### src/source/cpu_pkg.sv
// shared widths, funct codes, opcode/alu/state enums, memory request and decoded instruction structs
`default_nettype none

package cpu_pkg;

    localparam int XLEN          = 32;
    localparam int REG_SEL_WIDTH = 5;

    typedef logic [XLEN-1:0]          word_t;
    typedef logic [REG_SEL_WIDTH-1:0] reg_sel_t;

    // funct3 codes of the supported instructions
    localparam logic [2:0] F3_ADD = 3'b000;
    localparam logic [2:0] F3_SLL = 3'b001;
    localparam logic [2:0] F3_XOR = 3'b100;
    localparam logic [2:0] F3_SRL = 3'b101;
    localparam logic [2:0] F3_OR  = 3'b110;
    localparam logic [2:0] F3_AND = 3'b111;
    localparam logic [2:0] F3_BEQ = 3'b000;
    localparam logic [2:0] F3_BNE = 3'b001;
    localparam logic [2:0] F3_LW  = 3'b010;
    localparam logic [2:0] F3_SW  = 3'b010;

    // funct7 selects SUB against ADD
    localparam logic [6:0] F7_BASE = 7'b0000000;
    localparam logic [6:0] F7_SUB  = 7'b0100000;

    typedef enum logic [6:0] {
        OP_IMM = 7'b0010011,
        LOAD   = 7'b0000011,
        STORE  = 7'b0100011,
        BRANCH = 7'b1100011,
        OP     = 7'b0110011,
        LUI    = 7'b0110111
    } opcode_e;

    typedef enum logic [3:0] {
        ALU_ADD,
        ALU_SUB,
        ALU_AND,
        ALU_OR,
        ALU_XOR,
        ALU_SLL,
        ALU_SRL,
        ALU_PASS_B
    } alu_op_e;

    typedef enum logic [2:0] {
        RESET_FETCH,
        FETCH_REQ,
        FETCH_WAIT,
        EXECUTE,
        MEM_REQ,
        MEM_WAIT,
        OUT_WAIT,
        HALTED
    } state_e;

    typedef struct packed {
        word_t addr;
        word_t wdata;
        logic  we;
    } mem_req_t;

    typedef struct packed {
        opcode_e    opcode;
        reg_sel_t   rd;
        reg_sel_t   rs1;
        reg_sel_t   rs2;
        logic [2:0] funct3;
        logic [6:0] funct7;
        word_t      imm_i;
        word_t      imm_s;
        word_t      imm_b;
        word_t      imm_u;
        logic       legal;
    } decoded_instr_t;

endpackage

`default_nettype wire

### src/source/alu.sv
// alu: add, sub, logic ops, logical shifts, pass-through and equality flag
`timescale 1ns/1ns
`default_nettype none

module alu import cpu_pkg::*; (
    input  alu_op_e op,
    input  word_t   a,
    input  word_t   b,
    output word_t   result,
    output logic    eq
);

    logic [4:0] shamt;

    // only the low five bits count for RV32 shifts
    assign shamt = b[4:0];

    always_comb begin
        case (op)
            ALU_ADD: begin
                result = a + b;
            end
            ALU_SUB: begin
                result = a - b;
            end
            ALU_AND: begin
                result = a & b;
            end
            ALU_OR: begin
                result = a | b;
            end
            ALU_XOR: begin
                result = a ^ b;
            end
            ALU_SLL: begin
                result = a << shamt;
            end
            ALU_SRL: begin
                result = a >> shamt;
            end
            ALU_PASS_B: begin
                // used by LUI
                result = b;
            end
            default: begin
                result = '0;
            end
        endcase
    end

    // compare flag for BEQ and BNE
    assign eq = (a == b);

endmodule

`default_nettype wire

### src/source/control_fsm.sv
// control_fsm: state machine, instruction register, alu operand select, memory and output handshakes
`timescale 1ns/1ns
`default_nettype none

module control_fsm import cpu_pkg::*; #(
    parameter word_t OUT_ADDR  = 32'd1000,
    parameter word_t HALT_ADDR = 32'd1004
) (
    input  logic           clk,
    input  logic           rst,
    input  decoded_instr_t dec,
    output word_t          instr,
    input  word_t          rs1_data,
    input  word_t          rs2_data,
    output alu_op_e        alu_op,
    output word_t          alu_a,
    output word_t          alu_b,
    input  word_t          alu_result,
    input  logic           alu_eq,
    input  word_t          pc,
    output logic           pc_step,
    output logic           pc_branch,
    output logic           rd_we,
    output reg_sel_t       rd_sel,
    output word_t          rd_data,
    output mem_req_t       mem_req,
    output logic           mem_req_valid,
    input  logic           mem_req_ready,
    input  logic           mem_rsp_valid,
    input  word_t          mem_rsp_data,
    output word_t          out_data,
    output logic           out_valid,
    input  logic           out_ready,
    output logic           halted
);

    state_e state;
    state_e next_state;
    logic   is_store;
    logic   br_taken;
    logic   writes_rd;

    assign is_store  = (dec.opcode == STORE);
    assign br_taken  = (dec.funct3 == F3_BNE) ? !alu_eq : alu_eq;
    assign writes_rd = (dec.opcode == OP) || (dec.opcode == OP_IMM) || (dec.opcode == LUI);

    // operand b is rs2 for OP and BRANCH, otherwise an immediate
    always_comb begin
        alu_a  = rs1_data;
        alu_b  = rs2_data;
        alu_op = ALU_ADD;
        case (dec.opcode)
            OP_IMM, LOAD: begin
                alu_b = dec.imm_i;
            end
            STORE: begin
                alu_b = dec.imm_s;
            end
            LUI: begin
                alu_b  = dec.imm_u;
                alu_op = ALU_PASS_B;
            end
            OP: begin
                case (dec.funct3)
                    F3_ADD:  alu_op = (dec.funct7 == F7_SUB) ? ALU_SUB : ALU_ADD;
                    F3_SLL:  alu_op = ALU_SLL;
                    F3_XOR:  alu_op = ALU_XOR;
                    F3_SRL:  alu_op = ALU_SRL;
                    F3_OR:   alu_op = ALU_OR;
                    F3_AND:  alu_op = ALU_AND;
                    default: alu_op = ALU_ADD;
                endcase
            end
            default: begin
                alu_op = ALU_ADD;
            end
        endcase
    end

    always_comb begin
        next_state = state;
        pc_step    = 1'b0;
        pc_branch  = 1'b0;
        rd_we      = 1'b0;
        case (state)
            RESET_FETCH: next_state = FETCH_REQ;
            FETCH_REQ:   if (mem_req_ready) next_state = FETCH_WAIT;
            FETCH_WAIT:  if (mem_rsp_valid) next_state = EXECUTE;
            EXECUTE: begin
                if (!dec.legal) begin
                    next_state = HALTED;
                end else if (dec.opcode == LOAD) begin
                    next_state = MEM_REQ;
                end else if (is_store) begin
                    // store address is compared against the i/o map first
                    if (alu_result == HALT_ADDR) begin
                        next_state = HALTED;
                    end else if (alu_result == OUT_ADDR) begin
                        next_state = OUT_WAIT;
                    end else begin
                        next_state = MEM_REQ;
                    end
                end else begin
                    next_state = FETCH_REQ;
                    rd_we      = writes_rd;
                    pc_branch  = (dec.opcode == BRANCH) && br_taken;
                    pc_step    = !pc_branch;
                end
            end
            MEM_REQ: if (mem_req_ready) next_state = MEM_WAIT;
            MEM_WAIT: begin
                if (mem_rsp_valid) begin
                    next_state = FETCH_REQ;
                    rd_we      = !is_store;
                    pc_step    = 1'b1;
                end
            end
            OUT_WAIT: begin
                if (out_ready) begin
                    next_state = FETCH_REQ;
                    pc_step    = 1'b1;
                end
            end
            default: next_state = HALTED;
        endcase
    end

    always_ff @(posedge clk or posedge rst) begin
        if (rst) begin
            state         <= RESET_FETCH;
            mem_req_valid <= 1'b0;
        end else begin
            state         <= next_state;
            mem_req_valid <= (next_state == FETCH_REQ) || (next_state == MEM_REQ);
        end
    end

    // instruction register, loaded on the fetch response
    always_ff @(posedge clk) begin
        if (state == FETCH_WAIT && mem_rsp_valid) begin
            instr <= mem_rsp_data;
        end
    end

    always_comb begin
        mem_req.addr  = pc;
        mem_req.wdata = '0;
        mem_req.we    = 1'b0;
        if (state == MEM_REQ) begin
            mem_req.addr  = alu_result;
            mem_req.wdata = rs2_data;
            mem_req.we    = is_store;
        end
    end

    assign rd_sel    = dec.rd;
    assign rd_data   = (state == MEM_WAIT) ? mem_rsp_data : alu_result;
    assign out_data  = rs2_data;
    assign out_valid = (state == OUT_WAIT);
    assign halted    = (state == HALTED);

    a_req_valid_state: assert property (@(posedge clk) disable iff (rst)
        mem_req_valid |-> (state == FETCH_REQ || state == MEM_REQ));

    // request held while memory back-pressures
    a_req_stable: assert property (@(posedge clk) disable iff (rst)
        mem_req_valid && !mem_req_ready |=> mem_req_valid && $stable(mem_req));

endmodule

`default_nettype wire

### src/source/cpu_top.sv
// cpu_top: connects control_fsm, instr_decoder, reg_file, alu and pc_counter
`timescale 1ns/1ns
`default_nettype none

module cpu_top import cpu_pkg::*; #(
    parameter word_t OUT_ADDR  = 32'd1000,
    parameter word_t HALT_ADDR = 32'd1004,
    parameter word_t RESET_PC  = 32'd0
) (
    input  logic     clk,
    input  logic     rst,
    output mem_req_t mem_req,
    output logic     mem_req_valid,
    input  logic     mem_req_ready,
    input  logic     mem_rsp_valid,
    input  word_t    mem_rsp_data,
    output word_t    out_data,
    output logic     out_valid,
    input  logic     out_ready,
    output logic     halted
);

    decoded_instr_t dec;
    word_t          instr;
    word_t          rs1_data;
    word_t          rs2_data;
    alu_op_e        alu_op;
    word_t          alu_a;
    word_t          alu_b;
    word_t          alu_result;
    logic           alu_eq;
    word_t          pc;
    logic           pc_step;
    logic           pc_branch;
    logic           rd_we;
    reg_sel_t       rd_sel;
    word_t          rd_data;

    control_fsm #(
        .OUT_ADDR  (OUT_ADDR),
        .HALT_ADDR (HALT_ADDR)
    ) control_fsm_inst (
        .clk           (clk),
        .rst           (rst),
        .dec           (dec),
        .instr         (instr),
        .rs1_data      (rs1_data),
        .rs2_data      (rs2_data),
        .alu_op        (alu_op),
        .alu_a         (alu_a),
        .alu_b         (alu_b),
        .alu_result    (alu_result),
        .alu_eq        (alu_eq),
        .pc            (pc),
        .pc_step       (pc_step),
        .pc_branch     (pc_branch),
        .rd_we         (rd_we),
        .rd_sel        (rd_sel),
        .rd_data       (rd_data),
        .mem_req       (mem_req),
        .mem_req_valid (mem_req_valid),
        .mem_req_ready (mem_req_ready),
        .mem_rsp_valid (mem_rsp_valid),
        .mem_rsp_data  (mem_rsp_data),
        .out_data      (out_data),
        .out_valid     (out_valid),
        .out_ready     (out_ready),
        .halted        (halted)
    );

    instr_decoder instr_decoder_inst (
        .instr (instr),
        .dec   (dec)
    );

    reg_file reg_file_inst (
        .clk      (clk),
        .rst      (rst),
        .rs1_sel  (dec.rs1),
        .rs2_sel  (dec.rs2),
        .rs1_data (rs1_data),
        .rs2_data (rs2_data),
        .we       (rd_we),
        .rd_sel   (rd_sel),
        .rd_data  (rd_data)
    );

    alu alu_inst (
        .op     (alu_op),
        .a      (alu_a),
        .b      (alu_b),
        .result (alu_result),
        .eq     (alu_eq)
    );

    // branch offset is the B immediate of the current instruction
    pc_counter #(
        .RESET_PC (RESET_PC)
    ) pc_counter_inst (
        .clk    (clk),
        .rst    (rst),
        .step   (pc_step),
        .branch (pc_branch),
        .offset (dec.imm_b),
        .pc     (pc)
    );

endmodule

`default_nettype wire

### src/source/instr_decoder.sv
// instr_decoder: field slicing, immediate generation and legality check
`timescale 1ns/1ns
`default_nettype none

module instr_decoder import cpu_pkg::*; (
    input  word_t          instr,
    output decoded_instr_t dec
);

    always_comb begin
        dec.opcode = opcode_e'(instr[6:0]);
        dec.rd     = instr[11:7];
        dec.rs1    = instr[19:15];
        dec.rs2    = instr[24:20];
        dec.funct3 = instr[14:12];
        dec.funct7 = instr[31:25];

        // immediates, all sign-extended from bit 31
        dec.imm_i = {{20{instr[31]}}, instr[31:20]};
        dec.imm_s = {{20{instr[31]}}, instr[31:25], instr[11:7]};
        dec.imm_b = {{19{instr[31]}}, instr[31], instr[7], instr[30:25], instr[11:8], 1'b0};
        dec.imm_u = {instr[31:12], 12'h000};

        case (dec.opcode)
            OP_IMM: dec.legal = (dec.funct3 == F3_ADD);
            LOAD:   dec.legal = (dec.funct3 == F3_LW);
            STORE:  dec.legal = (dec.funct3 == F3_SW);
            BRANCH: dec.legal = (dec.funct3 == F3_BEQ) || (dec.funct3 == F3_BNE);
            LUI:    dec.legal = 1'b1;
            OP: begin
                if (dec.funct7 == F7_SUB) begin
                    dec.legal = (dec.funct3 == F3_ADD);
                end else if (dec.funct7 == F7_BASE) begin
                    dec.legal = (dec.funct3 == F3_ADD) || (dec.funct3 == F3_SLL) ||
                                (dec.funct3 == F3_XOR) || (dec.funct3 == F3_SRL) ||
                                (dec.funct3 == F3_OR)  || (dec.funct3 == F3_AND);
                end else begin
                    dec.legal = 1'b0;
                end
            end
            default: dec.legal = 1'b0;
        endcase
    end

endmodule

`default_nettype wire

### src/source/pc_counter.sv
// pc_counter: program counter with hold, step by four and branch load
`timescale 1ns/1ns
`default_nettype none

module pc_counter import cpu_pkg::*; #(
    parameter word_t RESET_PC = 32'd0
) (
    input  logic  clk,
    input  logic  rst,
    input  logic  step,
    input  logic  branch,
    input  word_t offset,
    output word_t pc
);

    always_ff @(posedge clk or posedge rst) begin
        if (rst) begin
            pc <= RESET_PC;
        end else if (branch) begin
            pc <= pc + offset;
        end else if (step) begin
            pc <= pc + 32'd4;
        end
    end

    a_step_branch_excl: assert property (@(posedge clk) disable iff (rst)
        !(step && branch));

    // a misaligned branch target would show up here one cycle later
    a_pc_aligned: assert property (@(posedge clk) disable iff (rst)
        pc[1:0] == 2'b00);

endmodule

`default_nettype wire

### src/source/reg_file.sv
// reg_file: 32 x 32-bit registers, two async read ports, one write port, x0 hardwired to zero
`timescale 1ns/1ns
`default_nettype none

module reg_file import cpu_pkg::*; (
    input  logic     clk,
    input  logic     rst,
    input  reg_sel_t rs1_sel,
    input  reg_sel_t rs2_sel,
    output word_t    rs1_data,
    output word_t    rs2_data,
    input  logic     we,
    input  reg_sel_t rd_sel,
    input  word_t    rd_data
);

    word_t regs [2**REG_SEL_WIDTH];

    assign rs1_data = (rs1_sel == '0) ? '0 : regs[rs1_sel];
    assign rs2_data = (rs2_sel == '0) ? '0 : regs[rs2_sel];

    always_ff @(posedge clk or posedge rst) begin
        if (rst) begin
            for (int i = 0; i < 2**REG_SEL_WIDTH; i++) begin
                regs[i] <= '0;
            end
        end else if (we && rd_sel != '0) begin
            regs[rd_sel] <= rd_data;
        end
    end

    // the FSM must never hand over a write with a floating select
    a_write_sel_known: assert property (@(posedge clk) disable iff (rst)
        we |-> !$isunknown(rd_sel));

endmodule

`default_nettype wire

### config.mk
export PLATFORM = sky130hd
export DESIGN_NAME = cpu_top
export DESIGN_NICKNAME = d
export VERILOG_FILES = /design/src/source/cpu_pkg.sv /design/src/source/alu.sv /design/src/source/control_fsm.sv /design/src/source/cpu_top.sv /design/src/source/instr_decoder.sv /design/src/source/pc_counter.sv /design/src/source/reg_file.sv
export SDC_FILE = /design/constraint.sdc
export NUM_CORES = 2
export LEC_CHECK = 0
export BUFFER_PORTS_ARGS = -buffer_cell sky130_fd_sc_hd__buf_2
export CELL_PAD_IN_SITES_DETAIL_PLACEMENT = 1
export CELL_PAD_IN_SITES_GLOBAL_PLACEMENT = 2
export CORE_ASPECT_RATIO = 1.2
export CORE_MARGIN = 4
export CORE_UTILIZATION = 46
export DETAILED_ROUTE_END_ITERATION = 7
export PLACE_DENSITY = 0.84
export SYNTH_ARGS = -nofsm -noshare
export SYNTH_HDL_FRONTEND = slang
export SYNTH_SLANG_ARGS = --single-unit
### constraint.sdc
create_clock -name clk -period 111 [get_ports clk]
set_input_delay 22.2 -clock clk [delete_from_list [all_inputs] [get_ports clk]]
set_output_delay 22.2 -clock clk [all_outputs]
set_load 0.02 [all_outputs]
==> reports/qor.yml <==
pin_count: 137
tns_ns: 0
cts_resized: 0
dp.final_hpwl_um: 202000
drc_errors: 0
row_count: 154
power_mw: 1.76
die_x_um: 360
vias: 58000
start_util_pct: 46.4
place_congestion: 1.05
ys_ff_latch: 1091
period_needed_ns: 32.82
die-area_mm2: 0.155
synthArstFlopShare_pct: 97.1
hold_viol: 0
synth_cell_types: 113
synth_area_leader_cell: "dfrtp_1"
avgSynthCellArea_um2: 10.4
relSlewSlack_pct: 5.51
seq_area_frac_synth_pct: 40.2
drt_iter0_drc: 6033
critical_path_class: "flop to primary output"
io_buffers: 136
clk_pin_slew_worst_paths_ns: 0.06
clock-root-buffer: "clkbuf_16"
worst_slew_pin_slew_ns: 1.41
cts_setup_buffers: 0
power_density_mw_per_mm2: 23.6
cts.sinks: 1091
nFillCells: 15800
first_pass_iters: 6
grt_max_degree: 167
fin_crit_sh_pct: 29.6
r2r-start: "control_fsm_inst.instr[21]$_DFFE_PP_"
max-vdd-ir-drop_mv: 0.0232
drv_cap: 0
post_drt_wl_per_cell_um: 36.2
rsz0062_at_grt: "no"
finalMaxSlewViolations: 0
overflow: 0
synth_top_cell_area_share_pct: 38.8
min-delay-start: "reg_file_inst.regs[1019]$_DFFE_PP0P_"
syn_inst: 6555
hp-class: "flop to flop"
hold_end: "reg_file_inst.regs[1019]$_DFFE_PP0P_"
yosysWarnings: 0
drive_gt1_share_pct: 22.6
end_kind: "primary output"
status: "finished clean"
clock-skew-final_ns: 0.0453
cts.path.max_buffers: 3
reg2regPathDepth: 24
finalSetupViolCount: 0
synth_nets: 6722
r2r-end: "control_fsm_inst.mem_req_valid$_DFF_PP0_"
synth_common_cells: "dfrtp_1, nand2_1, o21ai_0"
die_y_um: 430
critPathMaxFanout: 99
grt_usage_pct: 38.9
synth_edf_count: 32
min_path_cells: 0
synth_ff_type: "dfrtp_1"
finalWirelength_um: 305000
nNetsFinal: 6539
ff2ff_setup_slack_ns: 100.35
hold_buffers: 0
area_growth_pct: 9.27
leakagePower_nw: 32.3
antenna_found_initial: 9
htreeDepth: 3
via_per_inst: 6.88
cts_tree: "yes"
grt_pass1_wl_um: 441000
clk_latency_ns: 0.79
crit_required_ns: 88.80
synth.top_cells.by_area: "dfrtp_1, mux4_2, o21ai_0, nand2_1, mux2_2"
core_area_mm2: 0.147
start_kind: "flop"
fmax_mhz: 30.5
cp.arrival_ns: 10.62
detail-route-antenna-nets: 0
grt_pass1_vias: 59800
cts_buffers: 115
syn-cell-area_mm2: 0.0682
layout make-up:
cell class / instances / area [um^2] / area share, %
diodes: 7 / 17.5 / 0.0235
repair buffers: 341 / 2330 / 3.13
multi-input cells: 4703 / 37900 / 50.8
clock inverters: 43 / 528 / 0.708
flip-flops and latches: 1091 / 27500 / 36.8
well taps: 1950 / 2440 / 3.27
clock buffers: 167 / 3440 / 4.62
inverters: 120 / 463 / 0.621
cell usage in the layout, fill, tap and decap left out, drive strengths merged, types with 12 or more instances in the layout:
cell type  count
a31oi         23
o211ai        28
nand3        100
clkbuf       167
a211o         13
mux2i        304
ha           127
a21o          20
o21bai        12
clkinv        28
nor2b         32
and3          31
o21ai        887
mux4         483
xnor2         36
or2           14
a2111oi       20
or3           33
nand3b        12
nand4         27
mux2         288
o221a         23
nor2         245
edfxtp        32
a22o          19
and2          57
o22ai         57
xor2          24
dfrtp       1059
buf          341
a21oi        194
nor4          15
inv          124
a22oi        105
nand2       1059
o221ai        28
nor3          84
a211oi        60
nand2b        23
a221oi        24
worst max-delay path, cell delays in order, from the launching register on:
cell	delay [ns]
edfxtp_1	0.95
buf_4	0.95
buf_12	0.50
buf_4	0.78
mux4_2	0.60
mux4_2	0.47
mux2i_1	0.65
nor2_1	0.19
a22oi_1	0.31
ha_1	0.36
nand3_1	0.21
nor2_1	0.15
o211ai_1	0.16
a2111oi_0	0.60
nor2_1	0.13
o2bb2ai_1	0.32
o311ai_0	0.64
a2111oi_0	0.21
o32ai_1	0.50
o2111a_1	0.40
o21ai_0	0.25
buf_2	0.23
power breakdown:
part	total, mW	switching, mW	internal [mW]
registers	0.599	0.0935	0.506
clock network	0.410	0.176	0.234
logic	0.746	0.486	0.261
layer usage:
metal,vias to the layer above,share of wire (%),track usage [%]
met1,30400,38,48.7
met5,-,0.0082,0
met4,4,8.1,26.0
met3,886,8.2,8.02
met2,2879,46,61.1
li1,23800,-,-
through the flow:
stage,hold WS [ns],area (um^2),utilization [%],instances,setup WS (ns)
floorplan,0.441,68200,-,6555,58.99
finish,0.401,74600,50.6,8422,78.18
global route,0.408,74500,50.6,8415,77.71
detailed placement,0.385,70600,47.9,8205,79.16
CTS,0.401,74500,50.6,8415,78.30
global placement,0.376,70600,47.9,8205,79.34
sequential cells by signal, indices dropped and copies added, names as in the netlist:
register and cells:
control_fsm_inst.mem_req_valid 1, pc_counter_inst.pc 31, reg_file_inst.regs 1024, control_fsm_inst.state 3, control_fsm_inst.instr 32
logic make-up (layout without fill, tap and decap cells):
kind of cell,after synthesis,count (layout),share of synthesized area (%)
compound gates,1656,1656,14.9
xor+xnor,60,60,0.770
fa+ha+maj,130,130,2.42
buf+inv,761,671,4.93
flops,1091,1091,40.2
mux,1075,1075,25.2
other cells,0,7,0
simple gates,1782,1782,11.5
worst max-delay path by stage:
stage / from / endpoint / cells after the start
2_1_floorplan: rst / control_fsm_inst.mem_req_valid$_DFF_PP0_ / 1
3_3_place_gp: control_fsm_inst.instr[21]$_DFFE_PP_ / mem_req[61] / 20
3_5_place_dp: control_fsm_inst.instr[21]$_DFFE_PP_ / mem_req[61] / 21
4_1_cts: control_fsm_inst.instr[21]$_DFFE_PP_ / mem_req[61] / 21
5_1_grt: control_fsm_inst.instr[21]$_DFFE_PP_ / mem_req[61] / 21
6_report: control_fsm_inst.instr[21]$_DFFE_PP_ / mem_req[61] / 21
Power figures use the tool's default switching activity.
